`src/design/xosera_bus_pkg.sv`:
```
`default_nettype none

// host register port definitions shared by decode, execute and testbench
package xosera_bus_pkg;

    // register numbers on the 4-bit reg_num pins
    typedef enum logic [3:0] {
        VRAM_ADDR  = 4'h0,              // video memory address
        VRAM_DATA  = 4'h1,              // memory word at address, auto-increments on write
        ADDR_INCR  = 4'h2,              // added to address after each data write
        DISP_MODE  = 4'h3,              // bit 0 selects 1 bit per pixel
        DISP_START = 4'h4,              // first word shown at top of frame
        FG_COLOR   = 4'h5,              // 12-bit rgb for set bits
        BG_COLOR   = 4'h6               // 12-bit rgb for clear bits
    } reg_num_e;                        // codes 7..15 are unused and read zero

    // one completed host access, as seen after synchronization
    typedef struct packed {
        logic       valid;              // high one cycle per select fall
        logic       write;              // 1 write, 0 read
        logic       bytesel;            // 0 even (high) byte, 1 odd (low) byte
        reg_num_e   reg_num;            // register addressed
        logic [7:0] data;               // write byte, zero on reads
    } bus_access_t;

endpackage

`default_nettype wire
```
`src/design/xosera_bus_decode.sv`:
```
`default_nettype none
`timescale 1ns/1ps

module xosera_bus_decode (
    input  logic                        pclk,
    input  logic                        rst_n_i,
    input  logic                        bus_sel_n_i,    // host select, active low
    input  logic                        bus_rd_nwr_i,   // 1 read, 0 write
    input  logic                        bus_bytesel_i,  // 0 even byte, 1 odd byte
    input  logic [3:0]                  bus_reg_num_i,  // register number
    input  logic [7:0]                  bus_data_i,     // write data from host
    output xosera_bus_pkg::bus_access_t access_o        // one record per access
);
    import xosera_bus_pkg::*;

    bus_access_t pin_meta;              // first flop, valid holds select active
    bus_access_t pin_sync;              // second flop, safe to use
    logic        sel_prev;              // synced select one cycle back
    logic        sel_fall;              // select just went active
    bus_access_t acc_q;                 // registered record

    // all pins ride the same two flops so they stay aligned with select
    always_ff @(posedge pclk) begin
        if (!rst_n_i) begin
            pin_meta.valid <= 1'b0;     // idle bus
            pin_sync.valid <= 1'b0;
            sel_prev       <= 1'b0;
        end else begin
            pin_meta.valid   <= !bus_sel_n_i;
            pin_meta.write   <= !bus_rd_nwr_i;
            pin_meta.bytesel <= bus_bytesel_i;
            pin_meta.reg_num <= reg_num_e'(bus_reg_num_i);
            pin_meta.data    <= bus_data_i;
            pin_sync         <= pin_meta;
            sel_prev         <= pin_sync.valid;
        end
    end

    assign sel_fall = pin_sync.valid && !sel_prev;  // leading edge of select

    // pins are stable while select is low, so capture them on the edge
    always_ff @(posedge pclk) begin
        if (!rst_n_i) begin
            acc_q.valid <= 1'b0;
        end else begin
            acc_q.valid   <= sel_fall;
            acc_q.write   <= pin_sync.write;
            acc_q.bytesel <= pin_sync.bytesel;
            acc_q.reg_num <= pin_sync.reg_num;
            if (pin_sync.write) begin
                acc_q.data <= pin_sync.data;
            end else begin
                acc_q.data <= 8'h00;    // reads carry no data
            end
        end
    end

    assign access_o = acc_q;

endmodule

`default_nettype wire

```
`config.mk`:
```
export PLATFORM = sky130hd
export DESIGN_NAME = xosera_bus_decode
export DESIGN_NICKNAME = d
export VERILOG_FILES = /design/src/design/xosera_bus_pkg.sv /design/src/design/xosera_bus_decode.sv
export SDC_FILE = /design/constraint.sdc
export NUM_CORES = 1
export LEC_CHECK = 0
export BUFFER_PORTS_ARGS = -buffer_cell sky130_fd_sc_hd__buf_2
export CAP_MARGIN = 20
export CORE_ASPECT_RATIO = 1.1
export CORE_MARGIN = 3
export CORE_UTILIZATION = 40
export DETAILED_ROUTE_END_ITERATION = 10
export PLACE_DENSITY_LB_ADDON = 0.2
export SETUP_SLACK_MARGIN = 0.5
export SLEW_MARGIN = 25
export SYNTH_ARGS = -nofsm -noshare
export SYNTH_HDL_FRONTEND = slang
export SYNTH_SLANG_ARGS = --single-unit
```
`constraint.sdc`:
```
create_clock -name pclk -period 1.15 [get_ports pclk]
set_input_delay 0.0575 -clock pclk [delete_from_list [all_inputs] [get_ports pclk]]
set_output_delay 0.0575 -clock pclk [all_outputs]
set_load 0.03 [all_outputs]
```
# Word level (Yosys, flattened, before mapping)
# Index checks and enable logic that the tools add are counted.
# op_classes
n_reduce_logical	4
# op_table
cell	count
zero test 1 bit	3
logical AND 1 bit	1
# totals
word_cells	20
register_bits	46
input_bits	17
out_inout_bits	15

# Depth between registers and ports, before layout
# logic_depth
word_depth	2
depth_mapped	1
ltp_nobuf	1

# Least setup slack after synthesis
# Ideal clock, no wire load.
# synth_timing
path_type	reg2reg
start	reg pin_sync[13] (netlist name)
end	reg acc_q, in the netlist access_o[6] (data pin)
setup_ns	0.255
stages_incl_launch_ff	2
required_ns	0.895
path_buffers	0
period_less_slack_ns	0.845
slack_ns	0.305
t_arrival_ns	0.591
path_cell_list	edfxtp_1 > and2_1
# synth_rtl
item	line	rtl
start, declared	xosera_bus_decode.sv:17	bus_access_t pin_sync;
start signal, assigned	xosera_bus_decode.sv:34	pin_sync <= pin_meta;
end, declared	xosera_bus_decode.sv:20	bus_access_t acc_q;
# No word-level cell between the ends.

# Worst setup path in the final report
# layout_timing
start	reg acc_q, in the netlist access_o[9]
end	out access_o[9] (netlist name)
# layout_rtl
item	line	rtl
end, declared	xosera_bus_decode.sv:12	output xosera_bus_pkg::bus_access_t access_o
# No word-level cell between the ends.

==> results.sh <==
export IMPL_status="finished, final reports clean"
export IMPL_synth_top_cell_by_area="edfxtp_1"
export IMPL_critPathSlowestCell="edfxtp_1"
export IMPL_tns_ns=0
export IMPL_maxCapViolCount=0
export IMPL_antenna_diode_count=0
export IMPL_layout_commonest_cell="edfxtp_1"
export IMPL_grt_util_met3_pct=4.70
export IMPL_grt_use_met2_pct=14.8
export IMPL_met1_usage_pct=10.3
export IMPL_drtAntennaViolNets=0
export IMPL_vias=682
export IMPL_fin_hold_ws_ns=0.0962
export IMPL_cts_root_buf="clkbuf_4"
export IMPL_hp_class="in -> reg"
export IMPL_coreArea_sq_um=3390
export IMPL_grt_busiest_layer="met2"
export IMPL_clkSinkCount=46
export IMPL_final_cell_mix="42 x edfxtp_1, 17 x buf_6, 16 x buf_2, 15 x dlygate4sd3_1, 7 x and2_4"
export IMPL_io_pins=32
export IMPL_p_leak_nw=0.788
export IMPL_setup_viol=0
export IMPL_worst_endpoint_arrival_ns=0.90
export IMPL_crit_fanout=1
export IMPL_relSlewSlack_pct=82.5
export IMPL_place_ws_ns=0.250
export IMPL_first_pass_iters=4
export IMPL_grt_use_total_pct=9.58
export IMPL_dp_hpwl_um=1130
export IMPL_chipWidth_um=62.9
export IMPL_criticalPathCategory="reg -> out"
export IMPL_routed_via_density=4.13
export IMPL_ys_seq_area_share_pct=94.3
export IMPL_grt_pass1_vias=642
export IMPL_initial_utilization_pct=42.0
export IMPL_num_rows=22
export IMPL_syn_area_sq_um=1420
export IMPL_tritoncts="yes"
export IMPL_crit_chain="buf_6"
export IMPL_die_y_um=68.5
export IMPL_slowest_delay_ns=0.41
export IMPL_max_freq_ghz=1.04
export IMPL_peakVddDrop_mv=0.977
export IMPL_dpl_cell_area_sq_um=1680
export IMPL_area_growth_pct=43.3
export IMPL_grt_setup_unrepaired="true"
export IMPL_required_ns=1.09
export IMPL_ys_warn_count=0
export IMPL_grt_max_degree=24
export IMPL_p_per_area_nw_per_um2=1570
export IMPL_synth_top_area_share_pct=88.7
export IMPL_dieArea_sq_um=4310
export IMPL_finalHoldViolCount=0
export IMPL_drive_gt1_share_pct=41.9
export IMPL_cp_end_kind="primary output"
export IMPL_synth_area_leaders="edfxtp_1 89%, dfxtp_1 5.6%, and2_1 4.4%"
export IMPL_min_period_over_period_pct=83.4
export IMPL_syn_nets=76
export IMPL_avgSynthCellArea_sq_um=24.1
export IMPL_netlist_instances=59
export IMPL_cts_buffers=5
export IMPL_clk_latency_ns=0.34
export IMPL_cts_buffer_depth=2
export IMPL_p_total_w=0.00319
export IMPL_final_net_count=133
export IMPL_portBuffers=31
export IMPL_drc=0
export IMPL_grt_pass1_wl_um=2900
export IMPL_wl_per_cell_um=11.2
export IMPL_maxSlewViolCount=0
export IMPL_synthDistinctLibCells=6
export IMPL_wirelength_um=1850
export IMPL_tightest_slew_ns=0.263
export IMPL_cp_top_family="flip-flops"
export IMPL_finish_instance_area_sq_um=2040
export IMPL_final_setup_skew_ns=0.00916
export IMPL_worst_path_buf_inv=1
export IMPL_synth_seq_cells=46
export IMPL_critPathLaunchType="flip-flop"
export IMPL_drt_iter0_markers=17
export IMPL_clk_pin_slew_ns=0.12
export IMPL_antenna_found_initial=0
export IMPL_gp_congestion=0.562
export IMPL_fin_crit_ns=0.959
export IMPL_ctsHtreeMaxLevel=2
export IMPL_fin_ws_ns=0.191
export IMPL_gr_total_overflow=0
==> cell families after synthesis <==
kind of cell / count (synthesis) / share of synthesized area [%]
AND/OR/NAND/NOR: 12 / 5.45
buffers and inverters: 1 / 0.264
flip-flops: 46 / 94.3
==> state kept, by name, indices dropped and copies added, names as in the netlist <==
name,flops
access_o,15
pin_meta,15
pin_sync,15
sel_prev,1
==> path summary, 6_finish.rpt <==
kind                 from            to  slack, ns  depth (start not counted)
max           access_o[9]   access_o[9]       0.19                          1
min               rst_n_i   access_o[4]        0.1                          1
max reg2reg  pin_sync[13]   access_o[5]       0.19                          2
min reg2reg  pin_sync[10]  access_o[10]       0.43                          0
==> power by group <==
part           internal (W)  switching (W)  leakage [nW]
clock              0.000462       0.000458        0.0395
sequential          0.00195      0.0000344         0.447
combinational      0.000154       0.000130         0.302
==> timing repair <==
action | in CTS | in global routing
endpoints found under the hold margin | 15 | 0
gates resized for setup | 37 | 4
hold buffers | 15 | 0
gates cloned | 0 | 0
buffers inserted | 2 | 0
setup endpoints to repair | 24 | 24
==> final cells by class <==
class / count / area [sq um]
Fill cell: 272 / 1350
Sequential cell: 46 / 1340
Timing Repair Buffer: 50 / 462
Multi-Input combinational cell: 12 / 95.1
Tap cell: 48 / 60.1
Clock buffer: 7 / 45.0
Clock inverter: 1 / 30.0
Inverter: 1 / 3.75
==> metrics by stage <==
step                      util (%)  std cells
after floorplan                  -         59
after global placement        49.6        140
after detailed placement      49.6        140
after CTS                     59.8        165
after global routing          60.2        165
final                         60.2        165
==> per-layer routing <==
metal | up-vias | routed length [um]
li1 | 336 | -
met2 | 25 | 891
met1 | 317 | 784
met5 | - | 0
met3 | 4 | 132
met4 | 0 | 42
==> synth_stat cells <==
cell	n
and3b_1	1
dfxtp_1	4
edfxtp_1	42
nor2b_1	1
and2_1	10
inv_1	1
Power figures use the tool's default switching activity.
