$ cat src/design/xosera_video_pkg.sv
`default_nettype none

// display side definitions shared by execute, video and testbench
package xosera_video_pkg;

    // display configuration, driven from the register file
    typedef struct packed {
        logic        mode_1bpp;         // 0 four grey pixels, 1 sixteen mono pixels
        logic [15:0] start;             // word address of top-left pixel
        logic [11:0] fg;                // rgb 4:4:4 for set bits
        logic [11:0] bg;                // rgb 4:4:4 for clear bits
    } disp_cfg_t;

    // one video memory word, seen either way depending on mode
    typedef union packed {
        logic [3:0][3:0] pix4;          // pix4[3] is leftmost pixel
        logic [15:0]     pix1;          // bit 15 is leftmost pixel
    } vram_word_u;

endpackage

`default_nettype wire

$ cat src/design/xosera_video_result.sv
`default_nettype none
`timescale 1ns/1ps

module xosera_video_result #(
    parameter int VRAM_AW = 8,          // video memory address bits
    parameter int H_VIS   = 32,         // visible pixels per line
    parameter int H_FP    = 4,          // front porch
    parameter int H_SYNC  = 4,          // hsync width
    parameter int H_BP    = 8,          // back porch
    parameter int V_VIS   = 8,          // visible lines
    parameter int V_FP    = 1,
    parameter int V_SYNC  = 1,
    parameter int V_BP    = 2
) (
    input  logic                        pclk,
    input  logic                        rst_n_i,
    input  xosera_video_pkg::disp_cfg_t cfg_i,          // mode, start and colours
    output logic [VRAM_AW-1:0]          fetch_addr_o,   // raster port address
    input  logic [15:0]                 fetch_data_i,   // word, 1 cycle later
    output logic [3:0]                  red_o,
    output logic [3:0]                  green_o,
    output logic [3:0]                  blue_o,
    output logic                        hsync_o,        // active low
    output logic                        vsync_o,        // active low
    output logic                        de_o            // visible pixel
);
    import xosera_video_pkg::*;

    localparam int H_TOT = H_VIS + H_FP + H_SYNC + H_BP;
    localparam int V_TOT = V_VIS + V_FP + V_SYNC + V_BP;
    localparam int HW    = $clog2(H_TOT);
    localparam int VW    = $clog2(V_TOT);

    logic [HW-1:0]      h_cnt;          // pixel within line
    logic [VW-1:0]      v_cnt;          // line within frame
    logic               h_last;
    logic               v_last;
    logic               vis0;           // stage 0 visible
    logic               hs0;
    logic               vs0;
    logic [3:0]         sub_cnt;        // pixel within current word
    logic               sub_last;       // last pixel of word, advance fetch
    logic [VRAM_AW-1:0] fetch_addr;     // word for stage 0 pixel
    logic               vis1;           // stage 1, word arriving now
    logic               hs1;
    logic               vs1;
    logic               mode1;          // mode that goes with sub1
    logic [3:0]         sub1;
    vram_word_u         word1;          // fetched word, two views
    logic [3:0]         pix4;           // grey level in 4bpp
    logic               pix1;           // bit in 1bpp
    logic [11:0]        rgb1;           // colour before output flop

    assign h_last = (h_cnt == HW'(H_TOT - 1));
    assign v_last = (v_cnt == VW'(V_TOT - 1));

    // raster counters, visible then fp, sync, bp
    always_ff @(posedge pclk) begin
        if (!rst_n_i) begin
            h_cnt <= '0;
            v_cnt <= '0;
        end else begin
            h_cnt <= h_last ? '0 : h_cnt + 1'b1;
            if (h_last) begin
                v_cnt <= v_last ? '0 : v_cnt + 1'b1;
            end
        end
    end

    assign vis0 = (h_cnt < HW'(H_VIS)) && (v_cnt < VW'(V_VIS));
    assign hs0  = !((h_cnt >= HW'(H_VIS + H_FP)) && (h_cnt < HW'(H_VIS + H_FP + H_SYNC)));
    assign vs0  = !((v_cnt >= VW'(V_VIS + V_FP)) && (v_cnt < VW'(V_VIS + V_FP + V_SYNC)));

    assign sub_last = cfg_i.mode_1bpp ? (sub_cnt == 4'd15) : (sub_cnt[1:0] == 2'd3);

    // word address runs on across lines, reloaded just before pixel 0,0
    always_ff @(posedge pclk) begin
        if (!rst_n_i) begin
            fetch_addr <= '0;
            sub_cnt    <= '0;
        end else if (h_last && v_last) begin
            fetch_addr <= cfg_i.start[VRAM_AW-1:0];
            sub_cnt    <= '0;
        end else if (vis0) begin
            sub_cnt <= sub_last ? 4'd0 : sub_cnt + 4'd1;
            if (sub_last) begin
                fetch_addr <= fetch_addr + 1'b1;   // wraps at top of memory
            end
        end
    end

    assign fetch_addr_o = fetch_addr;

    // stage 1 control, lines up with the returning word
    always_ff @(posedge pclk) begin
        if (!rst_n_i) begin
            vis1 <= 1'b0;
            hs1  <= 1'b1;
            vs1  <= 1'b1;
        end else begin
            vis1 <= vis0;
            hs1  <= hs0;
            vs1  <= vs0;
        end
    end

    always_ff @(posedge pclk) begin
        sub1  <= sub_cnt;
        mode1 <= cfg_i.mode_1bpp;
    end

    // leftmost pixel sits in the top bits, so invert the index
    assign word1 = fetch_data_i;
    assign pix4  = word1.pix4[~sub1[1:0]];
    assign pix1  = word1.pix1[~sub1];

    always_comb begin
        if (!vis1) begin
            rgb1 = 12'h000;                         // blank outside display
        end else if (mode1) begin
            rgb1 = pix1 ? cfg_i.fg : cfg_i.bg;
        end else begin
            rgb1 = {pix4, pix4, pix4};              // grey
        end
    end

    // stage 2, all outputs registered together
    always_ff @(posedge pclk) begin
        if (!rst_n_i) begin
            de_o    <= 1'b0;
            hsync_o <= 1'b1;
            vsync_o <= 1'b1;
            red_o   <= 4'h0;
            green_o <= 4'h0;
            blue_o  <= 4'h0;
        end else begin
            de_o    <= vis1;
            hsync_o <= hs1;
            vsync_o <= vs1;
            {red_o, green_o, blue_o} <= rgb1;
        end
    end

endmodule

`default_nettype wire

$ cat config.mk
export PLATFORM = sky130hd
export DESIGN_NAME = xosera_video_result
export DESIGN_NICKNAME = d
export VERILOG_FILES = /design/src/design/xosera_video_pkg.sv /design/src/design/xosera_video_result.sv
export SDC_FILE = /design/constraint.sdc
export NUM_CORES = 1
export LEC_CHECK = 0
export ABC_AREA = 1
export BUFFER_PORTS_ARGS = -buffer_cell sky130_fd_sc_hd__buf_2
export CORE_MARGIN = 2
export CORE_UTILIZATION = 54
export DETAILED_ROUTE_END_ITERATION = 7
export PLACE_DENSITY_LB_ADDON = 0.1
export SYNTH_ARGS = -nofsm -noshare
export SYNTH_HDL_FRONTEND = slang
export SYNTH_SLANG_ARGS = --single-unit
$ cat constraint.sdc
create_clock -name pclk -period 2.1 [get_ports pclk]
set_input_delay 0.21 -clock pclk [delete_from_list [all_inputs] [get_ports pclk]]
set_output_delay 0.21 -clock pclk [all_outputs]
set_load 0.02 [all_outputs]
### Yosys cells after proc, flatten, opt, wreduce, memory -nomap -nowiden

Index checks and enable logic that the tools add are counted.

* register bits: 45
* latch bits: 0
* RAM bits: 0
* bits in read-only memories: 0
* input bits: 59
* output and inout bits: 23
* memories: 0

* add/subtract/negate cells: 4
* $mul: 0
* div/mod/pow operators: 0
* magnitude comparators: 8
* eq/ne operators: 4
* shift operators: 0
* muxes and demuxes: 12
* bitwise gates (word level): 3
* reductions and logical operators: 12

Operators by type and width (number)
* two-way mux 12 bit: 2
* two-way mux 8 bit: 3
* less-than comparator 6 bit (second input constant): 2
* two-way mux 4 bit: 3
* adder 4 x 1 -> 4 bit (second input constant): 2
* adder 8 x 1 -> 8 bit (second input constant): 1
* binary-select mux 4 bit (select 2 bit): 1
* == test 4 bit (second input constant): 2
* less-than comparator 4 bit (second input constant): 2
* adder 6 x 1 -> 6 bit (second input constant): 1
* == test 6 bit (second input constant): 1
* >= comparator 6 bit (second input constant): 1
* less-than comparator 4 x 5 -> 1 bit (second input constant): 1
* binary-select mux 1 bit (select 4 bit): 1
* >= comparator 4 bit (second input constant): 1
* logical AND 1 bit: 4
* NOT 4 bit: 1
* AND reduction 2 bit: 2
* nonzero test 2 bit: 2
* OR reduction 2 bit: 2
* less-than comparator 2 x 3 -> 1 bit (second input constant): 1
* == test 2 bit (second input constant): 1
* zero test 1 bit: 2
* two-way mux 1 bit: 2
* 2 further kinds: 2

### Longest topological paths before layout

Gate-level depths: netlist of the first run.

* depth in word-level cells: 5
* mapped depth: 11
* gate-level depth less buffers: 9

### Least setup slack after synthesis of the first run

Ideal clock, no wire load.

* kind: reg2reg
* start: register fetch_addr[0], in the netlist fetch_addr_o[0]
* end: register fetch_addr[6], in the netlist fetch_addr_o[6]
* library setup time: 0.065 ns
* data arrival time: 1.393 ns
* data required time: 2.035 ns
* setup slack: 0.643 ns
* cell stages (with the launch flop): 9
* path buffers: 0
* cells stage by stage: dfxtp_1 -> ha_1 -> nand3_1 -> nor2_1 -> nand2_1 -> xor2_1 -> o21ai_0 -> a21oi_1 -> nor2_1

* word-level cells in the longest chain between the ends: 4

RTL lines
* start: declaration: line xosera_video_result.sv:43 `logic [VRAM_AW-1:0] fetch_addr;`
* start signal: assignment: line xosera_video_result.sv:82 `fetch_addr <= cfg_i.start[VRAM_AW-1:0];`
* start signal: assignment: line xosera_video_result.sv:87 `fetch_addr <= fetch_addr + 1'b1;`
* adder 8 x 1 -> 8 bit: line xosera_video_result.sv:87
* two-way mux 8 bit: line xosera_video_result.sv:86 `if (sub_last) begin`
* two-way mux 8 bit: line xosera_video_result.sv:84 `end else if (vis0) begin`
* two-way mux 8 bit: line xosera_video_result.sv:81 `end else if (h_last && v_last) begin`

No other way between the ends. The select of a mux whose other input is x is not followed.
A chain may end at the register's enable or synchronous reset.

### Final worst setup path of the first run

* start: register sub1[1]
* end: register blue_o[1]

* word-level cells in the longest chain between the ends: 5

RTL lines
* start: declaration: line xosera_video_result.sv:48 `logic [3:0] sub1;`
* start signal: assignment: line xosera_video_result.sv:108 `sub1 <= sub_cnt;`
* NOT 4 bit: line xosera_video_result.sv:115 `assign pix1 = word1.pix1[~sub1];`
* binary-select mux 1 bit (select 4 bit): line xosera_video_result.sv:115
* two-way mux 1 bit (implied by the code): line xosera_video_result.sv:115
* two-way mux 12 bit: line xosera_video_result.sv:121 `rgb1 = pix1 ? cfg_i.fg : cfg_i.bg;`
* two-way mux 12 bit (*): line xosera_video_result.sv:120 `end else if (mode1) begin`
* end signal: assignment: line xosera_video_result.sv:140 `{red_o, green_o, blue_o} <= rgb1;`
* end: declaration: line xosera_video_result.sv:22 `output logic [3:0] blue_o,`

Mark *: on every way between the ends. The rest lies on a longest branch, timed or not. The select of a mux whose other input is x is not followed.

==> flow_summary.ini, run 1 <==
[run_status]
status = complete, no violations

[synth]
netlist_area_mm2 = 0.00239
synth_flop_cell = dfxtp_1
post-synth-top-count-cell = nand2_1
synth-edff-count = 0
synth_top_cell_by_area = dfxtp_1
yosysSeqAreaShare_pct = 37.7
yosysUniqueCellTypes = 34
syn_nets = 376
synth_common_cells = nand2_1, inv_1, dfxtp_1
synthCells = 310
syn_avg_cell_area_um2 = 7.70
ys_ff_latch = 45
ys_async_sr_fraction_pct = 0
yosysWarnings = 0
yosys-top-cells-area = dfxtp_1, nand2_1, nand3_1, inv_1, nand3_2
synth_top_area_share_pct = 37.7

[grt]
grt_pass1_wl_um = 8800
grt_pass1_vias = 2103
grtUsageTotal_pct = 21.2
antenna_found_initial = 0
grt_remaining_overflow = 0
grt_max_degree = 14

[cts]
ctsRootBufferMaster = clkbuf_8
clock_latency_ns = 0.30
cts_buffers = 5
cts_resized = 0
tritoncts = done
cts_max_path_buffers = 2
cts-htree-levels = 2
post_cts_buffers = 0
clock-sinks = 45
hold_buffers = 0
clkSlewWorstSetupHoldPaths_ns = 0.07

[die]
dieArea_mm2 = 0.00497
die_w_um = 70.5
die_y_um = 70.5
ios = 82
core-area_mm2 = 0.00429
start_util_pct = 55.6
rows = 24

[setup_path]
r2r-start = sub1[1]
r2r-end = blue_o[1]
cp.arrival_ns = 1.90
setup.worst_path.end_class = flop
start_kind = flop
r2r_cells = 8
cp_max_fo = 13
regToRegSetupSlack_ns = 0.41
crit_required_ns = 2.31
path_class = flop to flop
crit_start = sub1[1]
worstSetupEndpoint = blue_o[1]

[timing]
tns_ns = 0
fin_crit_sh_pct = 80.6
fin_ws_ns = 0.408
period_needed_ns = 1.69
drv_slew = 0
rsz0062_at_grt = no
hold_viol_final = 0
fmax_mhz = 591
setup_viol = 0
worst_pin_slew_ns = 0.461
finalClockSkew_ns = 0.0121
relSlewSlack_pct = 69.2

[finish]
diodes = 0
area_growth_pct = 19.5
drive_gt1_share_pct = 31.7
final_nets = 448
layoutNonFillerInstCount = 434

[drt]
first_pass_iters = 4
drtIter0Drc = 129
dr_total_vias = 2184
ant_nets = 0
wire_per_inst_um = 11.4
vias_per_cell = 5.03
wirelength_um = 4960
drcViolationCount = 0

[power_and_ir_drop]
vdd_drop_max_mv = 0.410
leakagePower_uw = 0.00143
report.power.total_uw = 1860
p_per_area_mw_per_mm2 = 652

[placement]
gp_congestion = 0.857
port_buffers = 73
post-place-cells = 427
dp_hpwl_um = 3760
place_ws_ns = 0.417

[hold_path]
hp-class = primary input to flop
holdCritStartpoint = cfg_i[40]

[flow_run]
maxCapViolations = 0
through the flow:
stage | hold WS [ns] | area, um^2 | utilization (%)
after detailed placement | 0.357 | 2750 | 64.0
final | 0.0674 | 2850 | 66.5
after floorplan | 0.238 | 2390 | -
after global placement | 0.360 | 2750 | 64.0
after global routing | 0.0536 | 2850 | 66.5
after CTS | 0.0526 | 2850 | 66.5
power breakdown:
| part | internal, uW | leakage, uW | switching [uW] |
|---|---|---|---|
| registers | 886 | 0.000367 | 26.1 |
| clock network | 346 | 0.0000540 | 278 |
| logic | 127 | 0.00101 | 199 |
cells in the final DEF, fill, tap and decap left out:
cell type	instances
or2_2	3
nor2_4	3
o21ai_1	1
nand3b_1	1
o21ai_0	5
nor3_1	3
nor2_8	1
clkbuf_8	5
dfxtp_1	45
nand3_2	16
buf_4	1
buf_2	73
inv_1	46
nand2_1	55
nand3_4	1
nor3b_1	1
a22oi_1	3
nor2_2	1
nand3b_4	1
nand4_1	4
ha_1	7
o21ai_2	1
a21oi_1	24
o21a_1	1
a31oi_1	3
nor2_1	13
xnor2_1	2
a211oi_1	2
bufinv_16	1
nand3_1	38
nand2_2	10
clkinv_2	1
inv_2	3
o211ai_1	1
xor2_1	6
how the worst min path moves through the flow:
stage                        to  slack [ns]  cells past startpoint
after global routing      mode1        0.05                      1
after floorplan           mode1        0.24                      0
final                     mode1        0.07                      1
after CTS                 mode1        0.05                      1
after global placement    mode1        0.36                      1
after detailed placement  mode1        0.36                      1
state kept, by name, summed over array words and instances (netlist names):
signal        count
blue_o            4
de_o              1
fetch_addr_o      8
green_o           4
h_cnt             6
hs1               1
hsync_o           1
mode1             1
red_o             4
sub1              4
sub_cnt           4
v_cnt             4
vis1              1
vs1               1
vsync_o           1
logic make-up (layout without fill, tap and decap cells):
| kind of cell | after synthesis | after routing | synth area share [%] |
|---|---|---|---|
| simple gates | 151 | 151 | 35.1 |
| buf+inv | 58 | 130 | 10.9 |
| flops | 45 | 45 | 37.7 |
| compound gates | 41 | 41 | 9.64 |
| xor+xnor | 8 | 8 | 2.93 |
| fa+ha+maj | 7 | 7 | 3.67 |
worst max-delay path, cell delays in order (launching register included):
cell      delay [ns]
dfxtp_1         0.51
inv_2           0.15
nand3_1         0.14
nand3_2         0.09
nand3b_4        0.21
nand2_2         0.21
nand2_1         0.10
nand3_1         0.07
a21oi_1         0.13
area by class of cell:
| type | count | area, um^2 |
|---|---|---|
| inverter | 49 | 184 |
| multi-input combinational | 207 | 1230 |
| tap | 52 | 65.1 |
| clock buffer | 5 | 68.8 |
| clock inverter | 2 | 35.0 |
| fill | 393 | 1440 |
| sequential | 45 | 901 |
| timing repair buffer | 74 | 373 |
routing by layer:
layer  wire length (um)  track usage (%)
met5                  0                0
met4                 55             4.91
met3                303             5.92
met2               2430             36.5
met1               2170             26.4
Note: power is estimated with default switching activity, not from simulation.
==> inputs of run 2 (changes only) <==
--- a/config.mk
+++ b/config.mk
@@ -8,7 +8,7 @@
 export ABC_AREA = 1
 export BUFFER_PORTS_ARGS = -buffer_cell sky130_fd_sc_hd__buf_2
 export CORE_MARGIN = 2
-export CORE_UTILIZATION = 54
+export CORE_UTILIZATION = 45
 export DETAILED_ROUTE_END_ITERATION = 7
 export PLACE_DENSITY_LB_ADDON = 0.1
 export SYNTH_ARGS = -nofsm -noshare
==> constraint.sdc (replaced) <==
create_clock -name pclk -period 1.4 [get_ports pclk]
set_input_delay 0.14 -clock pclk [delete_from_list [all_inputs] [get_ports pclk]]
set_output_delay 0.14 -clock pclk [all_outputs]
set_load 0.02 [all_outputs]
==> run 2 against run 1 <==
Net effect:
- the flow now finishes with violations (setup timing)
- via count up 7.3%
- sequential power increased by 50%
- utilization up 0.88 points
- clock skew decreased by 0.0025 ns
- hold slack improved by 0.014 ns
- final area grew 21%
- combinational power rose by 120%
- non-clock buffer count up 34
- global-route usage is 2.1 points lower
- critical endpoint is now red_o[2]
==> flow_summary.ini, run 2 (synthesis results as in run 1) <==
[setup_path]
crit_required_ns = 1.62
start_kind = flop
cp_max_fo = 5
path_class = flop to flop
r2r-start = sub1[0]
crit_start = sub1[0]
setup.worst_path.end_class = flop
cp.arrival_ns = 1.62

[cts]
tritoncts = done
cts-htree-levels = 2
cts_max_path_buffers = 2
ctsRootBufferMaster = clkbuf_8
clock-sinks = 45
clkSlewWorstSetupHoldPaths_ns = 0.09
cts_buffers = 5
clock_latency_ns = 0.30

[placement]
port_buffers = 73
gp_congestion = 0.886
dp_hpwl_um = 4110
placed_area_mm2 = 0.00301

[die]
dieArea_mm2 = 0.00591
die_y_um = 76.9
die_w_um = 76.9
start_util_pct = 46.8
rows = 26
ios = 82
core-area_mm2 = 0.00511

[power_and_ir_drop]
p_per_area_mw_per_mm2 = 879
leakagePower_uw = 0.00171
vdd_drop_max_mv = 0.628

[grt]
grt_pass1_wl_um = 9290
grt_pass1_vias = 2140
grt_max_degree = 14
antenna_found_initial = 0
grt_remaining_overflow = 0
grtUsageTotal_pct = 19.1

[finish]
stdcell_area_mm2 = 0.00344
layout_common_cells = buf_2, nand2_1, inv_1, dfxtp_1, nand3_2
diodes = 0
layout_commonest_cell = buf_2
drive_gt1_share_pct = 49.0
nFillCells = 442
largest_reg_flops = 8
area_growth_pct = 44.0
final_nets = 482

[drt]
dr_total_vias = 2343
ant_nets = 0
wire_per_inst_um = 12.3
wirelength_um = 5960
drtIter0Drc = 72
drcViolationCount = 0
vias_per_cell = 4.82
first_pass_iters = 4

[timing]
fmax_mhz = 714
finalClockSkew_ns = 0.00957
setup_viol = 1
period_needed_ns = 1.40
tns_ns = -0.000489
rsz0062_at_grt = yes
relSlewSlack_pct = 57.6
worst_pin_slew_ns = 0.634
holdWs_ns = 0.0810
hold_viol_final = 0
drv_slew = 0
fin_ws_ns = -0.000489
fin_crit_sh_pct = 100

[hold_path]
holdCritStartpoint = cfg_i[24]
hp-class = primary input to flop

[run_status]
status = complete, but fails checks
violations = setup timing

[flow_run]
maxCapViolations = 0
## run 2: cell types whose count changed in the layout (fill, tap and decap cells not counted), sizes merged
| cell | before | now |
|---|---|---|
| buf | 74 | 107 |
| dlygate4sd3 | 0 | 1 |
## run 2: routing by layer
layer	up-vias	track usage, %	part of all wire [%]
li1	1219	-	-
met1	1062	23.0	44
met2	55	33.9	50
met3	7	4.35	4.5
met4	0	5.64	1.3
met5	-	0	0
## run 2: what timing repair did
item / 4_1_cts / 5_1_grt
gates resized for setup: 9 / 60
endpoints found under the setup margin: 20 / 27
hold buffers: 1 / 0
pin swaps: 2 / 33
buffers inserted: 2 / 3
hold endpoints to repair: 1 / 0
## run 2: final timing paths
kind / endpoint / slack [ns] / depth (start not counted)
setup reg to reg: red_o[2] / -0.0005 / 9
hold / removal: fetch_addr_o[0] / 0.08 / 3
hold reg to reg: sub1[3] / 0.39 / 0
setup / recovery: red_o[2] / -0.0005 / 9
## run 2: area by class of cell
| type | instances | area (um^2) | share of cell area (%) |
|---|---|---|---|
| Clock buffer | 5 | 68.8 | 2.00 |
| Clock inverter | 2 | 35.0 | 1.02 |
| Inverter | 49 | 194 | 5.64 |
| Multi-Input combinational cell | 207 | 1470 | 42.8 |
| Sequential cell | 45 | 915 | 26.6 |
| Tap cell | 70 | 87.6 | 2.55 |
| Timing Repair Buffer | 108 | 668 | 19.4 |
## run 2: per-stage QoR
step | instances | utilization, % | setup WS, ns | power [uW]
floorplan | 310 | - | 0.0422 | 1760
global placement | 473 | 58.9 | -0.0513 | 1950
detailed placement | 473 | 58.9 | -0.0586 | 1960
CTS | 483 | 62.1 | -0.0153 | 2950
global route | 486 | 67.3 | -0.0943 | 3190
finish | 486 | 67.3 | -0.000489 | 3020
## run 2: worst max-delay path, cell delays in order, from the launching register on
cell	delay, ns
dfxtp_4	0.38
buf_8	0.15
nand2_4	0.06
nand3_2	0.07
nand3_2	0.09
nand3b_4	0.15
buf_6	0.17
nand3_2	0.06
nand3_2	0.07
a21oi_2	0.13
## run 2: where the power goes
part	internal, uW	total [uW]	switching [uW]
logic	303	702	399
registers	1330	1370	37.6
clock network	519	951	432
total	2150	3020	868
