<file path="src/design/xosera_video_pkg.sv">
`default_nettype none

// display side definitions shared by execute, video and testbench
package xosera_video_pkg;

    // display configuration, driven from the register file
    typedef struct packed {
        logic        mode_1bpp;         // 0 four grey pixels, 1 sixteen mono pixels
        logic [15:0] start;             // word address of top-left pixel
        logic [11:0] fg;                // rgb 4:4:4 for set bits
        logic [11:0] bg;                // rgb 4:4:4 for clear bits
    } disp_cfg_t;

    // one video memory word, seen either way depending on mode
    typedef union packed {
        logic [3:0][3:0] pix4;          // pix4[3] is leftmost pixel
        logic [15:0]     pix1;          // bit 15 is leftmost pixel
    } vram_word_u;

endpackage

`default_nettype wire

</file>
<file path="src/design/xosera_bus_pkg.sv">
`default_nettype none

// host register port definitions shared by decode, execute and testbench
package xosera_bus_pkg;

    // register numbers on the 4-bit reg_num pins
    typedef enum logic [3:0] {
        VRAM_ADDR  = 4'h0,              // video memory address
        VRAM_DATA  = 4'h1,              // memory word at address, auto-increments on write
        ADDR_INCR  = 4'h2,              // added to address after each data write
        DISP_MODE  = 4'h3,              // bit 0 selects 1 bit per pixel
        DISP_START = 4'h4,              // first word shown at top of frame
        FG_COLOR   = 4'h5,              // 12-bit rgb for set bits
        BG_COLOR   = 4'h6               // 12-bit rgb for clear bits
    } reg_num_e;                        // codes 7..15 are unused and read zero

    // one completed host access, as seen after synchronization
    typedef struct packed {
        logic       valid;              // high one cycle per select fall
        logic       write;              // 1 write, 0 read
        logic       bytesel;            // 0 even (high) byte, 1 odd (low) byte
        reg_num_e   reg_num;            // register addressed
        logic [7:0] data;               // write byte, zero on reads
    } bus_access_t;

endpackage

`default_nettype wire
</file>
<file path="src/design/xosera_reg_exec.sv">
`default_nettype none
`timescale 1ns/1ps

module xosera_reg_exec #(
    parameter int VRAM_AW = 8           // video memory address bits
) (
    input  logic                          pclk,
    input  logic                          rst_n_i,
    input  xosera_bus_pkg::bus_access_t   access_i,     // record from decode
    output logic [VRAM_AW-1:0]            vram_addr_o,  // bus port address
    output logic                          vram_we_o,    // bus port write strobe
    output logic [15:0]                   vram_wdata_o, // bus port write word
    input  logic [15:0]                   vram_rdata_i, // word at vram_addr_o
    output xosera_video_pkg::disp_cfg_t   cfg_o,        // display settings
    output logic [7:0]                    bus_data_o    // read byte to host
);
    import xosera_bus_pkg::*;

    logic [7:0]         hi_latch;       // even byte waiting for its odd half
    logic [VRAM_AW-1:0] vram_addr;      // current video memory address
    logic [15:0]        addr_incr;      // auto-increment step
    logic [15:0]        disp_mode;      // bit 0 is 1bpp select
    logic [15:0]        disp_start;     // frame start word
    logic [15:0]        fg_color;       // low 12 bits used
    logic [15:0]        bg_color;       // low 12 bits used
    logic               wr_odd;         // odd byte write, completes a word
    logic [15:0]        wr_word;        // latched high byte plus new low byte
    logic [15:0]        rd_word;        // register value for read-back

    assign wr_odd  = access_i.valid && access_i.write && access_i.bytesel;
    assign wr_word = {hi_latch, access_i.data};

    // memory write lands on the same edge as the register update
    assign vram_addr_o  = vram_addr;
    assign vram_we_o    = wr_odd && (access_i.reg_num == VRAM_DATA);
    assign vram_wdata_o = wr_word;

    always_ff @(posedge pclk) begin
        if (!rst_n_i) begin
            hi_latch   <= 8'h00;
            vram_addr  <= '0;
            addr_incr  <= 16'h0001;     // sequential access by default
            disp_mode  <= 16'h0000;
            disp_start <= 16'h0000;
            fg_color   <= 16'h0000;
            bg_color   <= 16'h0000;
        end else if (access_i.valid && access_i.write) begin
            if (!access_i.bytesel) begin
                hi_latch <= access_i.data;  // even byte only latches
            end else begin
                case (access_i.reg_num)
                    VRAM_ADDR:  vram_addr  <= wr_word[VRAM_AW-1:0];
                    VRAM_DATA:  vram_addr  <= vram_addr + addr_incr[VRAM_AW-1:0]; // wraps
                    ADDR_INCR:  addr_incr  <= wr_word;
                    DISP_MODE:  disp_mode  <= wr_word;
                    DISP_START: disp_start <= wr_word;
                    FG_COLOR:   fg_color   <= wr_word;
                    BG_COLOR:   bg_color   <= wr_word;
                    default:    ;           // unused numbers ignore writes
                endcase
            end
        end
    end

    // read-back word select
    always_comb begin
        case (access_i.reg_num)
            VRAM_ADDR:  rd_word = 16'(vram_addr);   // zero extended
            VRAM_DATA:  rd_word = vram_rdata_i;
            ADDR_INCR:  rd_word = addr_incr;
            DISP_MODE:  rd_word = disp_mode;
            DISP_START: rd_word = disp_start;
            FG_COLOR:   rd_word = fg_color;
            BG_COLOR:   rd_word = bg_color;
            default:    rd_word = 16'h0000;
        endcase
    end

    // host samples this until select rises, so just hold between reads
    always_ff @(posedge pclk) begin
        if (access_i.valid && !access_i.write) begin
            bus_data_o <= access_i.bytesel ? rd_word[7:0] : rd_word[15:8];
        end
    end

    assign cfg_o.mode_1bpp = disp_mode[0];
    assign cfg_o.start     = disp_start;
    assign cfg_o.fg        = fg_color[11:0];
    assign cfg_o.bg        = bg_color[11:0];

endmodule

`default_nettype wire

</file>
<file path="config.mk">
export PLATFORM = sky130hd
export DESIGN_NAME = xosera_reg_exec
export DESIGN_NICKNAME = d
export VERILOG_FILES = /design/src/design/xosera_video_pkg.sv /design/src/design/xosera_bus_pkg.sv /design/src/design/xosera_reg_exec.sv
export SDC_FILE = /design/constraint.sdc
export NUM_CORES = 1
export LEC_CHECK = 0
export ABC_CLOCK_PERIOD_IN_PS = 2100
export BUFFER_PORTS_ARGS = -buffer_cell sky130_fd_sc_hd__buf_2
export CAP_MARGIN = 0
export CORE_ASPECT_RATIO = 1.25
export CORE_UTILIZATION = 57
export CTS_BUF_LIST = sky130_fd_sc_hd__clkbuf_4
export DETAILED_ROUTE_END_ITERATION = 16
export GPL_ROUTABILITY_DRIVEN = 0
export MAX_ROUTING_LAYER = met4
export PLACE_DENSITY = 0.82
export SLEW_MARGIN = 20
export SYNTH_ARGS = -nofsm -noshare
export SYNTH_HDL_FRONTEND = slang
export SYNTH_SLANG_ARGS = --single-unit
</file>
<file path="constraint.sdc">
create_clock -name pclk -period 2.1 [get_ports pclk]
set_input_delay 0 -clock pclk [delete_from_list [all_inputs] [get_ports pclk]]
set_output_delay 0 -clock pclk [all_outputs]
set_load 0.005 [all_outputs]
</file>
## Word-level counts from Yosys, hierarchy flattened

Cells that the tools add are included.

| word-level totals | value |
|---|---|
| bits in registers | 104 |
| input port bits | 33 |
| word-level logic and storage cells | 33 |

| operators by class | value |
|---|---|
| add/subtract/negate cells | 1 |
| eq/ne operators | 6 |
| muxes and demuxes | 3 |
| bitwise gates (word level) | 1 |
| reductions and logical operators | 14 |

Operator list:

| cell | number |
|---|---|
| case mux 16 bit (7 select lines) | 1 |
| AND reduction 3 bit | 6 |
| case mux 8 bit (2 select lines) | 1 |
| == test 4 x 3 -> 1 bit (second input constant) | 3 |
| adder 8 bit | 1 |
| == test 4 x 2 -> 1 bit (second input constant) | 2 |
| two-way mux 8 bit | 1 |
| == test 4 x 1 -> 1 bit (second input constant) | 1 |
| logical AND 1 bit | 4 |
| logical NOT 4 bit | 1 |
| AND reduction 2 bit | 1 |
| nonzero test 2 bit | 1 |
| logical NOT 1 bit | 1 |
| NOT 1 bit | 1 |

## Logic depth before layout (Yosys ltp)

Gate-level depths: netlist of the first run.

| logic depth | value |
|---|---|
| depth after elaboration | 3 |
| gate-level depth with buffers | 8 |
| depth with buffers taken out | 8 |

## Least setup slack after synthesis of the first run

OpenSTA, ideal clock, no wires.

| path | value |
|---|---|
| path kind | register to register |
| start point | register vram_addr[5] (netlist: vram_addr_o[5]) |
| end point | register vram_addr[5] (netlist: vram_addr_o[5]) |
| library setup time | 118 ps |
| arrival | 1575 ps |
| slack | 407 ps |
| stages on the path, launching flop included | 6 |
| buffers on the path | 0 |
| clock period less this slack | 1693 ps |
| cells stage by stage | dfxtp_1 ha_1 or3_1 or3_1 a32oi_1 nor2b_1 |

| between the ends | value |
|---|---|
| longest elaborated chain between the ends | 2 |

RTL lines:

| item | line | text |
|---|---|---|
| start, declared | xosera_reg_exec.sv:20 | `logic [VRAM_AW-1:0] vram_addr;` |
| start signal, assigned | xosera_reg_exec.sv:52 | `VRAM_ADDR: vram_addr <= wr_word[VRAM_AW-1:0];` |
| start signal, assigned | xosera_reg_exec.sv:53 | `VRAM_DATA: vram_addr <= vram_addr + addr_incr[VRAM_AW-1:0];` |
| adder 8 bit | xosera_reg_exec.sv:53 |  |
| case mux 8 bit (2 select lines) | xosera_reg_exec.sv:51 | `case (access_i.reg_num)` |

No other way between the ends.
A chain may end at the register's enable or synchronous reset.

## Worst setup path after layout of the first run

| path | value |
|---|---|
| start point | register vram_addr[0] (netlist: vram_addr_o[0]) |
| end point | register vram_addr[4] (netlist: vram_addr_o[4]) |

The elaborated chain is that of the path after synthesis.

==> metrics.log, run 1 <==
INFO  metric finalCriticalPeriod = 1940 ps
INFO  metric number_of_flops_mapped_to_enable_cells_by_yosys = 8
INFO  metric initial_core_util = 59.2%
INFO  metric clk_pin_slew = 150 ps
INFO  metric postCtsResizedCells = 0
INFO  metric power.total = 3.66 mW
INFO  metric routed-via-count = about 5,100
INFO  metric postSynthCellCount = 619
INFO  metric initialDrtViolationCount = 528
INFO  metric netlist_top_cells_count = nand2_1 (114), dfxtp_1 (96), mux2i_1 (55)
INFO  metric synth_top_area_share = a little over a third
INFO  metric timing.fmax = 517 MHz
INFO  metric worst_hold_path.num_cells = 3
INFO  metric drc = 0
INFO  metric cp_slowest_cell = dfxtp_1
INFO  metric p_seq_share = 55.7%
INFO  metric path_class = register to register
INFO  metric critPathBufInv = 1
INFO  metric use_met1 = 40.4%
INFO  metric cts_made_buffers = 9
INFO  metric timing.critical_path.from_type = register
INFO  metric timing.critical_path.cells = ha_1, inv_1, fa_1, nor2b_1, o31a_1, a21oi_1, o221ai_1, a21boi_0
INFO  metric maxSlewViolCount = 0
INFO  metric die-width = 89.5 µm
INFO  metric grt_pass1_vias = between 4,000 and 5,000
INFO  metric synth.yosys.warnings = 0
INFO  metric p_int = roughly 2.8 mW
INFO  metric ctsHoldBuffers = 13
INFO  metric h_tree_levels = 3
INFO  metric hold_path_start = vram_rdata_i[4]
INFO  metric post_route_clock_period_utilization = 92.2%
INFO  metric route.detailed.wl_per_inst = 20.0 µm
INFO  metric max_cap_violations = 0
INFO  metric place.detailed.instances = about 800
INFO  metric crit_path_max_incr_delay = 410 ps
INFO  metric cts_root_buf = clkbuf_4
INFO  metric synth_nets = 660
INFO  metric power.static_leakage = 2.39 nW
INFO  metric grt_start_max_net_pins = 61
INFO  metric vias_per_cell = 6.17
INFO  metric use_met2 = 55.3%
INFO  metric regToRegStartpoint = vram_addr_o[0]
INFO  metric number_of_detailed_route_iterations_in_the_first_pass = 6
INFO  metric worst_hold_path_type = primary input to register
INFO  metric power_density = 590 mW/mm²
INFO  metric synth-seq-cells = 104
INFO  metric setup_viol = 0
INFO  metric yosysMostFrequentCell = nand2_1
INFO  metric rows = 39
INFO  metric run_status = finished, final reports clean
INFO  metric clock_tree.buffer_depth = 2
INFO  metric combinationalPowerShare = 9.8%
INFO  metric timing.critical_path.arrival = 2310 ps
INFO  metric fin_cells = 824
INFO  metric postCtsSetupBuffers = 0
INFO  metric final_nets = 737
INFO  metric total_switching_power = roughly 900 µW
INFO  metric grt_busiest_layer = met2
INFO  metric hpwlAfterDp = 11,700 µm
INFO  metric areaGrowthSynthToFinish = 13.8%
INFO  metric worst_slack_placed = 226 ps
INFO  metric timing.max_slew.rel_slack = 51.6%
INFO  metric num_antenna_cells = 0
INFO  metric timing.critical_path.required = around 2500 ps
INFO  metric track_usage = between 30% and 40%
INFO  metric tightest_slew = 724 ps
INFO  metric synthFlopType = dfxtp_1
INFO  metric fp.coreArea = 0.00922 mm²
INFO  metric final_hold_viol_count = 0
INFO  metric antenna_violations_before_repair = 0
INFO  metric synth.lib_cells_used.distinct = 57
INFO  metric grt_remaining_overflow = 0
INFO  metric netlist.top_cell.by_area = dfxtp_1
INFO  metric antenna_left = 0
INFO  metric floorplan.die.height = 111 µm
INFO  metric clock-skew-final = approximately 15 ps
INFO  metric grt.met3_usage = under 10%
INFO  metric place.port_buffers = 106
INFO  metric netlist_top_cells_area = dfxtp_1 (35%), mux2i_1 (10%), nand2_1 (7.8%)
INFO  metric grt_first_pass_wirelength = approximately 25,000 µm
INFO  metric grt_setup_unrepaired = false
INFO  metric synth.yosys.seq_area_share = 39.6%
INFO  metric synth-async-reset-ratio = 0%
INFO  metric finalSetupTns = 0 ps
INFO  metric regToRegEndpoint = vram_addr_o[4]
INFO  metric final_layout_size_suffix_gt1_share = 21.8%
INFO  metric worst-r2r-setup-slack = 160 ps
INFO  metric num_io_pins = approximately 110
INFO  metric final_util = 67.4%
INFO  metric reg2reg_depth = 8
INFO  metric routed_wirelength = 16,400 µm
INFO  metric tritoncts = done
INFO  metric clk-insertion-delay-late = 480 ps
INFO  metric syn-cell-area = 0.00546 mm²
INFO  metric clock-sinks = 104
INFO  metric worstPathMaxFanout = 4
INFO  metric setup_slack = 164 ps
INFO  metric switching_share = approximately a quarter
INFO  metric synth_area_per_cell = 8.82 µm²
INFO  metric path_delay_family = adder cells
INFO  metric hold-path-endpoint = bus_data_o[4]
INFO  metric worstSetupEndpointType = register
INFO  metric die_area = 0.00997 mm²
INFO  metric clockPowerShare = 34.5%
INFO  metric worst_ir_drop_vdd = approximately 0.00052 V
-- power groups by stage --
stage,clock [mW],sequential [mW],combinational [mW]
after detailed placement,0,2.08,0.331
after floorplan,0,2.08,0.193
final,1.26,2.04,0.360
after global routing,1.33,2.04,0.378
after global placement,0,2.08,0.322
after CTS,1.26,2.04,0.350
-- cells by family (layout without fill, tap and decap cells) --
group           count (synthesis)  count (layout)  share of synthesized area [%]
fa+ha+maj                       8               8                           1.97
xor+xnor                        1               1                          0.160
flops                         104             104                           39.6
simple gates                  219             219                           19.4
buf+inv                        81             163                           8.39
compound gates                148             148                           19.5
mux                            58              58                           11.0
-- sequential cells by signal (all words and copies together), names as in the netlist --
name         flops
fg_color        16
disp_start      16
hi_latch         8
vram_addr_o      8
disp_mode       16
bus_data_o       8
addr_incr       16
bg_color        16
-- final cells by class --
cell class | count | area [µm²]
repair buffers | 143 | 853
clock inverters | 7 | 110
well taps | 123 | 154
clock buffers | 9 | 67.6
multi-input cells | 434 | 2850
inverters | 4 | 15.0
fillers | 762 | 3010
flip-flops and latches | 104 | 2160
-- per-layer routing --
metal	wire, µm	vias up
met5	0	-
met4	952	0
met3	1050	86
met2	8160	284
met1	6280	2416
li1	-	2296
-- worst min-delay path, delay by kind of cell --
| family | cells | cell delay, ps |
|---|---|---|
| buf+inv | 1 | 90 |
| compound gates | 2 | 270 |
-- metrics by stage --
stage,hold WS [ps],area [µm²]
global route,16.5,6210
floorplan,80.8,5460
detailed placement,300,5900
finish,26.3,6210
CTS,18.8,6210
global placement,303,5900
-- cells in the final DEF (no fill, tap or decap), types with 2 or more instances in the layout --
master           n
a211o_1          3
a211oi_1         5
a21boi_0        54
a21oi_1         19
a221oi_1         2
a22oi_1         18
a31oi_1          5
and2_1           2
and3_1           3
buf_2          106
buf_4           23
bufinv_16        3
clkbuf_4         9
clkinv_1         2
dfxtp_1         96
dlygate4sd3_1   13
edfxtp_1         8
ha_1             7
inv_1            4
mux2_2           2
mux2i_1         55
nand2_1        114
nand2b_1         4
nand3_1          9
nand3b_1         2
nor2_1          18
nor2b_1         49
nor3_1           5
o211ai_1         4
o21ai_0         11
o221a_2          2
o221ai_1         5
o22ai_1          3
o311ai_0         5
o31ai_1          2
or3_1            4
-- worst max path at each step --
stage	from	end	slack [ps]	depth (start not counted)
after CTS	vram_addr_o[0]	vram_addr_o[4]	230	8
after detailed placement	access_i[10]	bus_data_o[6]	230	7
after global routing	vram_addr_o[0]	vram_addr_o[4]	80	8
after global placement	access_i[9]	vram_addr_o[5]	290	6
after floorplan	vram_addr_o[5]	vram_addr_o[5]	410	5
final	vram_addr_o[0]	vram_addr_o[4]	160	8
Note: power is estimated with default switching activity, not from simulation.
==> run 2: changes to the inputs <==
- ABC_AREA: default -> 1
- CORE_ASPECT_RATIO: 1.25 -> 1.4
- PLACE_DENSITY: 0.82 -> 0.83
- RECOVER_POWER: default -> 100
==> run 2 against run 1 <==
Net effect: combinational power fell by 30%; via count grew 1.8%; largest power group unchanged; register-to-register slack better by 140 ps; critical path depth decreased by 3; largest cell class unchanged.
==> metrics.log, run 2 <==
INFO  metric synth.yosys.seq_area_share = 42.6% (+3.0 points)
INFO  metric cts_made_buffers = 9 (unchanged)
INFO  metric num_antenna_cells = 0 (unchanged)
INFO  metric clock-skew-final = 15.3 ps (+0.684 ps)
INFO  metric die_area = 0.00929 mm² (-6.8%)
INFO  metric timing.fmax = 558 MHz (+7.9%)
INFO  metric postCtsSetupBuffers = 0 (unchanged)
INFO  metric worst_ir_drop_vdd = 0.000689 V (+32%)
INFO  metric yosysMostFrequentCell = nor2_1
INFO  metric fp.coreArea = 0.00861 mm² (-6.7%)
INFO  metric maxSlewViolCount = 0 (unchanged)
INFO  metric synth_top_area_share = 37.9% (+2.7 points)
INFO  metric worst_slack_placed = 399 ps (+173 ps)
INFO  metric synth.yosys.warnings = 0 (unchanged)
INFO  metric antenna_left = 0 (unchanged)
INFO  metric synth-async-reset-ratio = 0% (unchanged)
INFO  metric grt_start_max_net_pins = 94 (+54%)
INFO  metric p_seq_share = 57.2% (+1.5 points)
INFO  metric synth_area_per_cell = 7.06 µm² (-20%)
INFO  metric h_tree_levels = 3 (unchanged)
INFO  metric post_synthesis_compound_gate_area_fraction = 14.0% (-5.5 points)
INFO  metric track_usage = 34.2% (-0.69 points)
INFO  metric netlist.top_cell.by_area = dfxtp_1
INFO  metric antenna_violations_before_repair = 0 (unchanged)
INFO  metric synth-adder-area-share = 2.12% (+0.15 points)
INFO  metric synth-seq-cells = 104 (unchanged)
INFO  metric clk_pin_slew = 160 ps (about the same)
INFO  metric grt_remaining_overflow = 0 (unchanged)
INFO  metric timing.max_slew.rel_slack = 3.28% (-48 points)
INFO  metric final_common_cell = nor2_1
INFO  metric path_class = primary input to register
INFO  metric initialDrtViolationCount = 465 (-12%)
INFO  metric synthFlopType = dfxtp_1
INFO  metric muxShareOfSynthArea = 0% (-11 points)
INFO  metric grt_first_pass_wirelength = 23,400 µm (-6.5%)
INFO  metric layout_common_cells = nor2_1 (161), nand2_1 (152), o21ai_0 (113)
INFO  metric max_cap_violations = 0 (unchanged)
INFO  metric largest_family_of_logic_cells_by_synthesized_area = simple AND/OR/NAND/NOR gates
INFO  metric postSynthCellCount = 719 (+16%)
INFO  metric timing.critical_path.arrival = 2190 ps (-120 ps)
INFO  metric clockPowerShare = 35.8% (+1.3 points)
INFO  metric timing.critical_path.required = 2500 ps (+20 ps)
INFO  metric die-width = 81.8 µm (-8.7%)
INFO  metric setup_slack = 307 ps (+142 ps)
INFO  metric syn-cell-area = 0.00508 mm² (-7.0%)
INFO  metric tritoncts = done
INFO  metric vias_per_cell = 5.68 (-7.9%)
INFO  metric worstSetupEndpointType = register
INFO  metric p_int = 2.72 mW (-1.4%)
INFO  metric post_route_clock_period_utilization = 85.4% (-6.8 points)
INFO  metric drc = 0 (unchanged)
INFO  metric combinationalPowerShare = 7.0% (-2.8 points)
INFO  metric timing.critical_path.from_type = primary input
INFO  metric clk-insertion-delay-late = 460 ps (-20 ps)
INFO  metric switching_share = 24.2% (-0.38 points)
INFO  metric clock-sinks = 104 (unchanged)
INFO  metric finalSetupTns = 0 ps (unchanged)
INFO  metric routed-via-count = 5,173 (+1.8%)
INFO  metric worstPathMaxFanout = 93 (+89)
INFO  metric floorplan.die.height = 114 µm (+2.0%)
INFO  metric synth_nets = 760 (+15%)
INFO  metric cts_root_buf = clkbuf_4
INFO  metric routed_wirelength = 14,700 µm (-11%)
INFO  metric clock_tree.buffer_depth = 2 (unchanged)
INFO  metric finalCriticalPeriod = 1790 ps (-142 ps)
INFO  metric final_nets = 842 (+14%)
INFO  metric hpwlAfterDp = 10,400 µm (-11%)
INFO  metric run_status = finished, final reports clean
INFO  metric tightest_slew = 1450 ps (+726 ps)
INFO  metric power.total = 3.59 mW (-1.9%)
INFO  metric worst_hold_path_type = primary input to register
INFO  metric synth.lib_cells_used.distinct = 27 (-53%)
INFO  metric final_hold_viol_count = 0 (unchanged)
INFO  metric postCtsResizedCells = 0 (unchanged)
INFO  metric number_of_flops_mapped_to_enable_cells_by_yosys = 8 (unchanged)
INFO  metric basic_gate_share_of_the_synthesized_area_counting_and_or_nand_and_nor_cells = 29.8% (+10 points)
INFO  metric power.static_leakage = 2.83 nW (+18%)
INFO  metric rows = 40 (+2.6%)
INFO  metric setup_viol = 0 (unchanged)
INFO  metric grt_setup_unrepaired = false
INFO  metric number_of_detailed_route_iterations_in_the_first_pass = 6 (unchanged)
INFO  metric place.port_buffers = 106 (unchanged)
INFO  metric total_switching_power = 869 µW (-3.4%)
INFO  metric initial_core_util = 59.0% (-0.22 points)
INFO  metric netlist_top_cells_area = dfxtp_1 (38%), nor2_1 (12%), nand2_1 (11%)
INFO  metric areaGrowthSynthToFinish = 12.7%
INFO  metric grt_pass1_vias = 4,772 (-0.19%)
INFO  metric route.detailed.wl_per_inst = 16.1 µm (-19%)
INFO  metric netlist_top_cells_count = nor2_1 (161), nand2_1 (152), o21ai_0 (112)
INFO  metric worst_hold_slack = 7.68 ps (-18.7 ps)
INFO  metric num_io_pins = 107 (unchanged)
INFO  metric synth_xor_area_share = 0.173% (+0.012 points)
INFO  metric power_density = 628 mW/mm² (+6.6%)
INFO  metric ctsHoldBuffers = 23 (+10)
INFO  metric final_layout_size_suffix_gt1_share = 14.5% (-7.3 points)
## run 2: worst max-delay path: stages
cell and delay (ps):
dlygate4sd3_1 520, buf_2 100, clkbuf_2 1050, inv_1 280
a21oi_1 210
## run 2: area by class of cell
class                           instances  area (µm²)
Clock buffer                            9        67.6
Clock inverter                          7         118
Fill cell                             762        2890
Inverter                               36         135
Multi-Input combinational cell        514        2330
Sequential cell                       104        2160
Tap cell                              105         131
Timing Repair Buffer                  136         777
## run 2: stage by stage
step	area (µm²)	util, %	instances
final	5720	66.4	911
after CTS	5780	67.2	911
after detailed placement	5370	62.3	872
after global routing	5720	66.4	911
after floorplan	5080	-	719
after global placement	5370	62.3	872
## run 2: cell families after synthesis
kind of cell / Yosys count
adder cells (fa/ha/maj): 8
AO/OA/AOI/OAI: 140
flip-flops: 104
XOR/XNOR: 1
AND/OR/NAND/NOR: 365
buffers and inverters: 101
## run 2: final timing paths
path / from / slack [ps] / cells past startpoint / to
setup reg to reg: vram_addr_o[3] / 310 / 5 / bus_data_o[3]
hold reg to reg: fg_color[12] / 530 / 2 / fg_color[12]
setup / recovery: rst_n_i / 310 / 5 / vram_addr_o[5]
hold / removal: access_i[13] / 8 / 2 / bus_data_o[2]
## run 2: layer usage
metal	global-route usage (%)	part of all wire (%)	wire, µm	vias to the layer above
li1	-	-	-	2462
met1	41.3	39	5730	2375
met2	53.4	49	7180	277
met3	6.88	7.8	1150	59
met4	17.3	4.4	653	0
met5	-	0	0	-
## run 2: power groups by stage
stage / Combinational (mW) / Sequential (mW) / Clock (mW)
5_1_grt: 0.275 / 2.06 / 1.38
2_1_floorplan: 0.133 / 2.09 / 0
6_report: 0.252 / 2.05 / 1.29
4_1_cts: 0.257 / 2.05 / 1.29
3_5_place_dp: 0.227 / 2.10 / 0
3_3_place_gp: 0.223 / 2.10 / 0
